--- src/rtl/exu_pkg.sv ---
package exu_pkg;

    localparam int REG_ADDR_W = 5;  // register index width

    // decoded opcodes seen by the execute stage
    typedef enum logic [4:0] {
        // integer alu
        OP_ADD,
        OP_SUB,
        OP_AND,
        OP_OR,
        OP_XOR,
        OP_SLL,
        OP_SRL,
        OP_SRA,
        OP_SLT,
        OP_SLTU,
        OP_ADDI,
        // branches and jumps
        OP_BEQ,
        OP_BNE,
        OP_BLT,
        OP_BGE,
        OP_BLTU,
        OP_BGEU,
        OP_JAL,
        OP_JALR,
        // unsigned multiply / divide
        OP_MUL,
        OP_MULHU,
        OP_DIVU,
        OP_REMU
    } exu_op_e;

endpackage

--- src/rtl/exu_req_if.sv ---
interface exu_req_if
    import exu_pkg::*;
#(
    parameter int XLEN = 32
) ();

    logic                  req;  // single-cycle strobe
    exu_op_e               op;
    logic [XLEN-1:0]       op1;
    logic [XLEN-1:0]       op2;
    logic [REG_ADDR_W-1:0] rd;   // destination register

    modport disp (output req, op, op1, op2, rd);
    modport unit (input req, op, op1, op2, rd);

endinterface

--- src/rtl/exu_dispatch.sv ---
module exu_dispatch
    import exu_pkg::*;
#(
    parameter int XLEN = 32
) (
    input  logic                  valid_i,
    input  exu_op_e               op_i,
    input  logic [XLEN-1:0]       pc_i,
    input  logic [XLEN-1:0]       rs1_i,
    input  logic [XLEN-1:0]       rs2_i,
    input  logic [XLEN-1:0]       imm_i,
    input  logic [REG_ADDR_W-1:0] rd_i,
    exu_req_if.disp               alu_o,
    exu_req_if.disp               md_o
);

    logic is_alu;
    logic is_link;  // jal / jalr write pc+4 to rd
    logic is_md;

    // opcode grouping
    always_comb begin
        is_alu  = 1'b0;
        is_link = 1'b0;
        is_md   = 1'b0;
        case (op_i)
            OP_ADD, OP_SUB, OP_AND, OP_OR, OP_XOR, OP_SLL, OP_SRL, OP_SRA,
            OP_SLT, OP_SLTU, OP_ADDI: is_alu = 1'b1;
            OP_JAL, OP_JALR:          is_link = 1'b1;
            OP_MUL, OP_MULHU, OP_DIVU, OP_REMU: is_md = 1'b1;
            default: ;  // plain branches only need the bru
        endcase
    end

    // alu request, jumps become a link add
    assign alu_o.req = valid_i & (is_alu | is_link);
    assign alu_o.op  = is_link ? OP_ADD : op_i;
    assign alu_o.op1 = is_link ? pc_i : rs1_i;
    assign alu_o.op2 = is_link ? XLEN'(4) : ((op_i == OP_ADDI) ? imm_i : rs2_i);
    assign alu_o.rd  = rd_i;

    // muldiv request
    assign md_o.req = valid_i & is_md;
    assign md_o.op  = op_i;
    assign md_o.op1 = rs1_i;
    assign md_o.op2 = rs2_i;
    assign md_o.rd  = rd_i;

endmodule

--- src/rtl/exu_alu.sv ---
module exu_alu
    import exu_pkg::*;
#(
    parameter int XLEN = 32
) (
    input  logic                  clk,
    input  logic                  reset_i,
    exu_req_if.unit               req_i,
    output logic                  we_o,
    output logic [REG_ADDR_W-1:0] waddr_o,
    output logic [XLEN-1:0]       wdata_o
);

    logic [4:0]      shamt;
    logic [XLEN-1:0] result;

    assign shamt = req_i.op2[4:0];  // rv32 shift amount

    always_comb begin
        case (req_i.op)
            OP_ADD, OP_ADDI: result = req_i.op1 + req_i.op2;
            OP_SUB:  result = req_i.op1 - req_i.op2;
            OP_AND:  result = req_i.op1 & req_i.op2;
            OP_OR:   result = req_i.op1 | req_i.op2;
            OP_XOR:  result = req_i.op1 ^ req_i.op2;
            OP_SLL:  result = req_i.op1 << shamt;
            OP_SRL:  result = req_i.op1 >> shamt;
            OP_SRA:  result = $signed(req_i.op1) >>> shamt;
            OP_SLT:  result = XLEN'($signed(req_i.op1) < $signed(req_i.op2));
            OP_SLTU: result = XLEN'(req_i.op1 < req_i.op2);
            default: result = '0;
        endcase
    end

    // write enable pulses the cycle after the request
    always_ff @(posedge clk) begin
        if (reset_i) begin
            we_o <= 1'b0;
        end else begin
            we_o <= req_i.req;
        end
    end

    always_ff @(posedge clk) begin
        if (req_i.req) begin
            waddr_o <= req_i.rd;
            wdata_o <= result;
        end
    end

endmodule

--- src/rtl/exu_bru.sv ---
module exu_bru
    import exu_pkg::*;
#(
    parameter int XLEN = 32
) (
    input  logic            valid_i,
    input  exu_op_e         op_i,
    input  logic [XLEN-1:0] pc_i,
    input  logic [XLEN-1:0] rs1_i,
    input  logic [XLEN-1:0] rs2_i,
    input  logic [XLEN-1:0] imm_i,
    input  logic            int_assert_i,
    input  logic [XLEN-1:0] int_addr_i,
    output logic            jump_flag_o,
    output logic [XLEN-1:0] jump_addr_o
);

    logic            eq;
    logic            lt_s;
    logic            lt_u;
    logic            taken;
    logic [XLEN-1:0] target;

    assign eq   = (rs1_i == rs2_i);
    assign lt_s = $signed(rs1_i) < $signed(rs2_i);
    assign lt_u = rs1_i < rs2_i;

    always_comb begin
        case (op_i)
            OP_BEQ:          taken = eq;
            OP_BNE:          taken = ~eq;
            OP_BLT:          taken = lt_s;
            OP_BGE:          taken = ~lt_s;
            OP_BLTU:         taken = lt_u;
            OP_BGEU:         taken = ~lt_u;
            OP_JAL, OP_JALR: taken = 1'b1;
            default:         taken = 1'b0;
        endcase
    end

    // jalr target has bit 0 cleared
    assign target = (op_i == OP_JALR) ? ((rs1_i + imm_i) & ~XLEN'(1)) : (pc_i + imm_i);

    // interrupt wins over any branch
    assign jump_flag_o = int_assert_i | (valid_i & taken);
    assign jump_addr_o = int_assert_i ? int_addr_i : target;

endmodule

--- src/rtl/exu_muldiv.sv ---
module exu_muldiv
    import exu_pkg::*;
#(
    parameter int XLEN = 32
) (
    input  logic                  clk,
    input  logic                  reset_i,
    exu_req_if.unit               req_i,
    input  logic                  int_assert_i,
    output logic                  stall_o,
    output logic                  we_o,
    output logic [REG_ADDR_W-1:0] waddr_o,
    output logic [XLEN-1:0]       wdata_o
);

    localparam int CNT_W = $clog2(XLEN);

    typedef enum logic [1:0] {
        MD_IDLE,
        MD_CALC,
        MD_DONE
    } md_state_e;

    md_state_e             state;
    logic [CNT_W-1:0]      cnt;
    exu_op_e               op_q;
    logic [REG_ADDR_W-1:0] rd_q;
    logic [2*XLEN-1:0]     acc;       // {hi, lo}, product or {rem, quo}
    logic [XLEN-1:0]       b_q;       // multiplicand or divisor
    logic                  is_div;
    logic                  div_zero;
    logic [XLEN:0]         add_sum;
    logic [XLEN:0]         sub_diff;
    logic [2*XLEN-1:0]     acc_next;

    assign is_div   = (op_q == OP_DIVU) || (op_q == OP_REMU);
    assign div_zero = is_div && (b_q == '0);

    // one shift-add or restoring step per cycle
    always_comb begin
        add_sum  = {1'b0, acc[2*XLEN-1:XLEN]} + {1'b0, b_q & {XLEN{acc[0]}}};
        sub_diff = acc[2*XLEN-1:XLEN-1] - {1'b0, b_q};
        if (is_div) begin
            if (!sub_diff[XLEN]) begin
                acc_next = {sub_diff[XLEN-1:0], acc[XLEN-2:0], 1'b1};
            end else begin
                acc_next = {acc[2*XLEN-2:0], 1'b0};  // restore, shift only
            end
        end else begin
            acc_next = {add_sum, acc[XLEN-1:1]};
        end
    end

    always_ff @(posedge clk) begin
        if (reset_i) begin
            state <= MD_IDLE;
            cnt   <= '0;
        end else begin
            case (state)
                MD_IDLE: begin
                    cnt <= '0;
                    if (req_i.req && !int_assert_i) begin
                        state <= MD_CALC;
                    end
                end
                MD_CALC: begin
                    cnt <= cnt + 1'b1;
                    if (int_assert_i) begin
                        state <= MD_IDLE;  // abort, nothing written back
                    end else if (div_zero || cnt == CNT_W'(XLEN - 1)) begin
                        state <= MD_DONE;
                    end
                end
                MD_DONE: state <= MD_IDLE;
                default: state <= MD_IDLE;
            endcase
        end
    end

    // operands latched at acceptance
    always_ff @(posedge clk) begin
        if (state == MD_IDLE && req_i.req) begin
            op_q <= req_i.op;
            rd_q <= req_i.rd;
            if (req_i.op inside {OP_DIVU, OP_REMU}) begin
                b_q <= req_i.op2;
                // divide by zero gives quo all ones, rem = dividend
                acc <= (req_i.op2 == '0) ? {req_i.op1, {XLEN{1'b1}}}
                                         : {{XLEN{1'b0}}, req_i.op1};
            end else begin
                b_q <= req_i.op1;
                acc <= {{XLEN{1'b0}}, req_i.op2};
            end
        end else if (state == MD_CALC && !div_zero) begin
            acc <= acc_next;
        end
    end

    assign stall_o = (state == MD_CALC);
    assign we_o    = (state == MD_DONE);
    assign waddr_o = rd_q;
    assign wdata_o = (op_q == OP_MULHU || op_q == OP_REMU) ? acc[2*XLEN-1:XLEN]
                                                           : acc[XLEN-1:0];

endmodule

--- src/rtl/exu.sv ---
module exu
    import exu_pkg::*;
#(
    parameter int XLEN = 32
) (
    input  logic                  clk,
    input  logic                  reset_i,
    input  logic                  valid_i,
    input  exu_op_e               op_i,
    input  logic [XLEN-1:0]       pc_i,
    input  logic [XLEN-1:0]       rs1_i,
    input  logic [XLEN-1:0]       rs2_i,
    input  logic [XLEN-1:0]       imm_i,
    input  logic [REG_ADDR_W-1:0] rd_i,
    input  logic                  int_assert_i,
    input  logic [XLEN-1:0]       int_addr_i,
    output logic                  alu_we_o,
    output logic [REG_ADDR_W-1:0] alu_waddr_o,
    output logic [XLEN-1:0]       alu_wdata_o,
    output logic                  md_we_o,
    output logic [REG_ADDR_W-1:0] md_waddr_o,
    output logic [XLEN-1:0]       md_wdata_o,
    output logic                  stall_flag_o,
    output logic                  jump_flag_o,
    output logic [XLEN-1:0]       jump_addr_o
);

    exu_req_if #(.XLEN(XLEN)) alu_req ();
    exu_req_if #(.XLEN(XLEN)) md_req ();

    exu_dispatch #(.XLEN(XLEN)) u_dispatch (
        .valid_i(valid_i),
        .op_i   (op_i),
        .pc_i   (pc_i),
        .rs1_i  (rs1_i),
        .rs2_i  (rs2_i),
        .imm_i  (imm_i),
        .rd_i   (rd_i),
        .alu_o  (alu_req.disp),
        .md_o   (md_req.disp)
    );

    exu_alu #(.XLEN(XLEN)) u_alu (
        .clk    (clk),
        .reset_i(reset_i),
        .req_i  (alu_req.unit),
        .we_o   (alu_we_o),
        .waddr_o(alu_waddr_o),
        .wdata_o(alu_wdata_o)
    );

    // branch unit sees raw operands, not the dispatched pair
    exu_bru #(.XLEN(XLEN)) u_bru (
        .valid_i     (valid_i),
        .op_i        (op_i),
        .pc_i        (pc_i),
        .rs1_i       (rs1_i),
        .rs2_i       (rs2_i),
        .imm_i       (imm_i),
        .int_assert_i(int_assert_i),
        .int_addr_i  (int_addr_i),
        .jump_flag_o (jump_flag_o),
        .jump_addr_o (jump_addr_o)
    );

    exu_muldiv #(.XLEN(XLEN)) u_muldiv (
        .clk         (clk),
        .reset_i     (reset_i),
        .req_i       (md_req.unit),
        .int_assert_i(int_assert_i),
        .stall_o     (stall_flag_o),  // only stall source left
        .we_o        (md_we_o),
        .waddr_o     (md_waddr_o),
        .wdata_o     (md_wdata_o)
    );

endmodule

--- config.mk ---
export PLATFORM = sky130hd
export DESIGN_NAME = exu
export DESIGN_NICKNAME = d
export VERILOG_FILES = /design/src/rtl/exu_pkg.sv /design/src/rtl/exu_req_if.sv /design/src/rtl/exu_dispatch.sv /design/src/rtl/exu_alu.sv /design/src/rtl/exu_bru.sv /design/src/rtl/exu_muldiv.sv /design/src/rtl/exu.sv
export SDC_FILE = /design/constraint.sdc
export NUM_CORES = 1
export LEC_CHECK = 0
export ABC_CLOCK_PERIOD_IN_PS = 7350
export BUFFER_PORTS_ARGS = -buffer_cell sky130_fd_sc_hd__buf_2
export CAP_MARGIN = 20
export CORE_MARGIN = 4
export CORE_UTILIZATION = 50
export CTS_BUF_LIST = sky130_fd_sc_hd__clkbuf_8 sky130_fd_sc_hd__clkbuf_16
export DETAILED_ROUTE_END_ITERATION = 12
export PLACE_DENSITY = 0.67
export SKIP_CTS_REPAIR_TIMING = 1
export SLEW_MARGIN = 20
export SYNTH_ARGS = -nofsm -noshare
export SYNTH_HDL_FRONTEND = slang
export SYNTH_SLANG_ARGS = --single-unit
--- constraint.sdc ---
create_clock -name clk -period 7.35 [get_ports clk]
set_clock_uncertainty 0.15 [all_clocks]
set_input_delay 0.3675 -clock clk [delete_from_list [all_inputs] [get_ports clk]]
set_output_delay 0.3675 -clock clk [all_outputs]
set_load 0.05 [all_outputs]
Word level (Yosys, flattened, before mapping)
Cells that the tools add are included.
W data, S select, Z words.
{ "word_totals": {"output_inout_bits": 110, "input_bits": 174, "wordCells": 122, "register_bits": 151} }
{ "op_classes": {"n_reduce_logical": 22, "addsub": 7, "mux": 24, "magnitude_cmp": 4, "shift": 3, "bitwise_logic": 12, "n_eq_ne": 41} }
{ "op_table": {"columns": ["operator", "n"], "rows": [
  ["$mux W64", 6],
  ["$pmux W32 S10", 1],
  ["$mux W32", 7],
  ["$lt A32 B32 Y1", 4],
  ["$add A32 B32 Y32", 3],
  ["$and A32 B32 Y32", 2],
  ["$logic_not A32 Y1", 2],
  ["$eq A5 B4 Y1 const B", 11],
  ["$eq A5 B5 Y1 const B", 11],
  ["$eq A5 B3 Y1 const B", 8],
  ["$add A32 B32 Y33", 1],
  ["$sub A33 B32 Y33", 1],
  ["$eq A32 B32 Y1", 1],
  ["$or A32 B32 Y32", 1],
  ["$shl A32 B5 Y32", 1],
  ["$shr A32 B5 Y32", 1],
  ["$sshr A32 B5 Y32", 1],
  ["$sub A32 B32 Y32", 1],
  ["$xor A32 B32 Y32", 1],
  ["$eq A5 B2 Y1 const B", 4],
  ["$reduce_or A11 Y1", 1],
  ["$eq A5 B1 Y1 const B", 2],
  ["$logic_not A5 Y1", 2],
  ["$pmux W5 S2", 1],
  ["21 further kinds", 39]
]} }

Longest topological paths before layout
{ "depth": {"ltp_word": 7, "ltp_mapped": 21, "ltp_nobuf": 16} }

Cells and area by module
Synthesis repeated with hierarchy kept, for this count alone.
{ "hier_totals": {"cells_unflattened": 3275, "area_unflattened_um2": 26216.4} }
{ "by_module_without_submodules": {"columns": ["module", "n_inst", "seq_area_each_um2", "cells_each", "area_each_um2"], "rows": [
  ["exu_alu", 1, 1131.1, 1339, 10126.0],
  ["exu_muldiv", 1, 3323.2, 1030, 9830.7],
  ["exu_bru", 1, 0.0, 661, 4613.2],
  ["exu_dispatch", 1, 0.0, 245, 1646.6]
]} }

Worst setup path after synthesis
OpenSTA, ideal clock, no wires.
{ "synth_path": {"path_type": "reg-to-reg", "startpoint": "register u_muldiv.op_q[0]", "endpoint": "register u_muldiv.acc[0], enable pin", "period_less_slack_ns": 6.298, "path_buffers": 1, "path_stages_with_launch": 6, "setup_time_ns": 0.574, "t_arrival_ns": 5.574, "required_time_ns": 6.626, "setup_slack_ns": 1.052, "cell_sequence": "edfxtp_1 -> xor2_1 -> nand2b_1 -> clkbuf_1 -> nor3_1 -> o21ai_0"} }
{ "synth_via": {"elab_chain_len": 6, "elab_cells_between_ends": 7, "classes_between": "eq/ne: 2; reduce/logical: 5"} }
{ "synth_rtl": {"columns": ["element", "line_no", "text"], "rows": [
  ["start, declared", "exu_muldiv.sv:26", "exu_op_e op_q;"],
  ["start signal, assigned", "exu_muldiv.sv:83", "op_q <= req_i.op;"],
  ["$eq A5 B5 Y1", "exu_muldiv.sv:36", "assign is_div = (op_q == OP_DIVU) || (op_q == OP_REMU);"],
  ["$logic_or A1 B1 Y1 *", "exu_muldiv.sv:36", null],
  ["$logic_and A1 B1 Y1 *", "exu_muldiv.sv:37", "assign div_zero = is_div && (b_q == '0);"],
  ["$logic_not A1 Y1 *", "exu_muldiv.sv:94", "end else if (state == MD_CALC && !div_zero) begin"],
  ["$logic_and A1 B1 Y1 *", "exu_muldiv.sv:94", null],
  ["$reduce_bool A2 Y1 (no source line) *", null, null],
  ["end signal, assigned", "exu_muldiv.sv:88", "acc <= (req_i.op2 == '0) ? {req_i.op1, {XLEN{1'b1}}}"],
  ["end signal, assigned", "exu_muldiv.sv:92", "acc <= {{XLEN{1'b0}}, req_i.op2};"],
  ["end signal, assigned", "exu_muldiv.sv:95", "acc <= acc_next;"],
  ["end, declared", "exu_muldiv.sv:28", "logic [2*XLEN-1:0] acc;"]
]} }
Every way passes the cells marked *; elsewhere a longest branch is shown, timed or not.
A chain may end at the register's enable or synchronous reset.

Worst setup path in the final report
{ "layout_path": {"startpoint": "input op_i[4]", "endpoint": "register u_alu.wdata_o[30] (data pin)"} }
{ "layout_via": {"elab_chain_len": 7, "elab_cells_between_ends": 30, "classes_between": "add/sub: 2; eq/ne: 13; shift: 3; mux: 6; bitwise: 3; reduce/logical: 3"} }
{ "layout_rtl": {"columns": ["element", "line_no", "text"], "rows": [
  ["start, declared", "exu.sv:9", "input exu_op_e op_i,"],
  ["parallel branches: the longest is 6 deep, another holds $sub A32 B32 Y32", null, null],
  ["$pmux W32 S10 *", "exu_alu.sv:20", "case (req_i.op)"],
  ["named net u_alu.result[30]", "exu_alu.sv:15", "logic [XLEN-1:0] result;"],
  ["end signal, assigned", "exu_alu.sv:47", "wdata_o <= result;"],
  ["end, declared", "exu_alu.sv:11", "output logic [XLEN-1:0] wdata_o"]
]} }
Mark *: on every way through the listed nets, which the timed path passes.

==> results.txt <==
edfxtp_1 takes more of the synthesized area than any other cell. Synthesis produced 3,238 cells. The total of flip-flops plus latches after synthesis is 151. Setup violations remaining at the end of the flow were counted as 0. The run finished, with violations left. Setup slack on the critical path of the routed design comes to 1.731 ns. The largest net degree at the start of global routing came out at 73. The remaining global-route overflow came out at 0. The initial antenna violation count came out at 5.

The count of TritonRoute iterations in the first routing pass came out at 7. The count of pins on the block boundary came out at 284. The initial core utilization is 0.5069.

The maximum fanout along the worst path came out at 19. The largest voltage drop on the vdd net is 133.4 uV. A synthesized cell averages 7.679 um^2.

The last weighted congestion value of the routability-driven placer came out at 1.081. Summed over all failing endpoints, the final setup total negative slack is 0 ns. STA classifies the critical path startpoint as a primary input. The netlist area before placement is 24,870 um^2. The switching part of the total power came out at 0.4696. The element type at the critical path end is a flip-flop. The antenna violation net count after detailed routing came out at 0. The critical path start-end classification is primary input to flip-flop. The tightest min-delay check is of the primary input to flip-flop type. The shortest clock period the worst path allows after layout is 5.619 ns. Summed over all cells, the static leakage comes to 12.06 nW. Dividing the final minimum period by the clock period gives 0.7645.

The initialized floorplan defines 81 standard-cell rows. The combinational share of power is 0.511. By area the synthesized netlist is led by edfxtp_1, ha_1, mux2i_1. At the end of the flow, the number of nets in the layout was 3,835. The number of vias per cell after detailed routing came out at 7.025. From left edge to right edge, the die measures 231 um. The Yosys step of the flow raised 0 warnings. The clock input transition at the sequential cells of the worst setup and hold paths is 0.08 ns. The floorplan die height is 231 um. The power share of the clock group is 0.231.

The area growth from synthesis to layout came out at 10.12%. The initial DRC count came out at 3,539. The maximum operating frequency is 178.0 MHz. The total count of hold-check failures in the final report came out at 1. The count of vias placed by the detailed router came out at 28,663. The most frequent standard cell in the layout excluding fill and tap cells is buf_2.

The final reports fail on negative hold slack. The via count of the first global-routing pass came out at 27,509. Counting every net in the synthesized netlist gives 3,674. The total global-route track usage is 0.4370. The maximum buffer depth of the clock tree is 2.

Summed over all nets, the switching power comes to 1.892 mW. The total of max-cap violations is 0. The wire length of the first global-routing pass is 176,500 um. Setup repair after global routing left no endpoint under its margin. The root buffer cell chosen for the clock tree is clkbuf_16. The critical path required time is 7.42 ns.

Of the post-synthesis cell area, the dominant cell type holds 0.1727. The overall routed net length came out at 122,300 um. In the layout the commonest cells are buf_2, nand2_1, nor2_1, a21oi_1, ha_1. The clock net sink count is 151.

Among all flip-flop cells after synthesis, the most frequent one is edfxtp_1. Before CTS, the worst setup slack after placement is 1.390 ns. Yosys mapped a number of flops with a built-in enable equal to 143.

The worst-case hold slack is -0.0004700 ns. The clock latency on the worst-skew pair came out at 0.49 ns. The actual transition at the worst max-transition pin came out at 1.157 ns. The area inside the core boundary came out at 49,050 um^2. The relative max-transition margin came out at 0.2243. Cell internal power was estimated by the tool at 2.137 mW. The remaining design rule violation count came out at 0.

The number of max-slew violations in the final report is 0. Counting distinct cell types in the post-synthesis netlist gives 101. TritonCTS built the clock tree. The power density normalized to cell area is 147.2 nW/um^2. The die covers 53,360 um^2. The endpoint arrival time on the critical path came out at 5.69 ns. Of the total power, registers draw 0.257. The total half-perimeter wirelength after legalization and detailed placement is 96,530 um. The proportion of register bits with asynchronous set or reset after synthesis is 0.

The proportion of synthesized chip area in sequential cells came out at 0.1791. The H-tree depth came out at 4. The count of buffers from port buffering came out at 283. The number of buffers added by the clock tree synthesis step is 17. The detailed-route wire length per cell came out at 29.97 um. The share of layout cells above drive strength 1 is 0.1521.
[cells by family (layout without fill, tap and decap cells)]
group                      count (synthesis)  count (layout)  share of synthesized area
muxes                                    206             206                    0.08756
and+or+nand+nor                          928             928                     0.1772
AOI/OAI and AO/OA                       1166            1166                     0.3139
xor gates and xnor gates                 118             118                    0.04217
buffers and inverters                    407             581                    0.06637
DFF                                      151             151                     0.1791
adders and majority gates                262             262                     0.1336
other                                      0               4                          0
[synth_stat cells (all sizes together), types with 7 or more instances]
| cell | n |
|---|---|
| a221o | 12 |
| o21bai | 30 |
| a211oi | 47 |
| o31a | 10 |
| inv | 214 |
| nor2 | 266 |
| a311oi | 8 |
| o221ai | 19 |
| o31ai | 52 |
| dfxtp | 8 |
| a32oi | 27 |
| buf | 74 |
| and2 | 41 |
| mux2 | 66 |
| a21o | 89 |
| o211ai | 71 |
| or3 | 32 |
| or2 | 37 |
| a21oi | 260 |
| ha | 256 |
| o21a | 38 |
| a211o | 33 |
| nand2b | 33 |
| and3 | 18 |
| o311ai | 17 |
| nand2 | 261 |
| nor3 | 58 |
| a31oi | 38 |
| o21ai | 256 |
| a221oi | 18 |
| o41ai | 7 |
| mux2i | 138 |
| o22ai | 37 |
| nor4 | 30 |
| nor2b | 32 |
| a22oi | 38 |
| xor2 | 44 |
| clkbuf | 116 |
| xnor2 | 74 |
| nand3 | 66 |
| nand4 | 34 |
| o2111ai | 7 |
| edfxtp | 143 |
[worst max-delay path, cell delays in order]
cell,delay [ns]
buf_2,0.31
nand2b_1,0.18
nor3_4,0.87
buf_4,0.30
buf_4,0.22
mux2_2,0.40
ha_1,0.43
a21o_1,0.22
a221oi_1,0.37
nor2_1,0.10
a211oi_1,0.33
o211a_1,0.26
o21ai_0,0.16
a211oi_1,0.61
a21oi_1,0.18
o2bb2a_1,0.27
o211ai_1,0.08
[sequential cells by signal, indices dropped and copies added, names as in the netlist]
register          cells
u_muldiv.waddr_o      5
u_muldiv.acc         64
u_muldiv.state        2
u_muldiv.cnt          5
u_muldiv.op_q         5
u_muldiv.b_q         32
u_alu.wdata_o        32
u_alu.waddr_o         5
u_alu.we_o            1
[worst paths after layout]
check,to,slack (ns),start,depth (start not counted)
setup / recovery,u_alu.wdata_o[30],1.73,op_i[4],17
hold / removal,u_alu.we_o,-0.0005,reset_i,2
setup reg to reg,u_muldiv.acc[51],2.30,u_muldiv.acc[0],14
hold reg to reg,u_muldiv.cnt[2],0.37,u_muldiv.cnt[2],2
[through the flow]
step / area (um^2) / utilization / hold slack (ns) / power (mW) / instances
floorplan: 24870 / - / 0.3160 / 2.396 / 3238
global placement: 26690 / 0.5441 / 0.3244 / 3.011 / 4039
detailed placement: 26700 / 0.5443 / 0.3533 / 3.031 / 4039
CTS: 27320 / 0.5570 / -0.1012 / 3.957 / 4071
global route: 27380 / 0.5581 / 0.02275 / 4.172 / 4077
finish: 27380 / 0.5582 / -0.0004700 / 4.030 / 4080
[power groups by stage]
stage / registers [mW] / logic, mW / clock network, mW
floorplan: 1.12 / 1.28 / 0
global placement: 1.05 / 1.96 / 0
detailed placement: 1.05 / 1.98 / 0
CTS: 1.03 / 1.99 / 0.933
global route: 1.04 / 2.17 / 0.968
finish: 1.04 / 2.06 / 0.933
[layer usage]
| metal | global-route usage | up-vias | wire length [um] |
|---|---|---|---|
| met3 | 0.1114 | 535 | 12780 |
| li1 | - | 12461 | - |
| met4 | 0.3249 | 0 | 11290 |
| met5 | 0 | - | 0 |
| met1 | 0.5170 | 13658 | 44910 |
| met2 | 0.6832 | 2009 | 53310 |
[area by class of cell]
| type | instances | area (um^2) |
|---|---|---|
| clock inverters | 14 | 175.2 |
| fillers | 4568 | 21670 |
| flip-flops and latches | 151 | 4454 |
| well taps | 664 | 830.8 |
| repair buffers | 332 | 1797 |
| clock buffers | 18 | 450.4 |
| inverters | 217 | 814.5 |
| diodes | 4 | 10.01 |
| multi-input cells | 2680 | 18850 |
No activity file was read; power rests on OpenSTA's default activity.
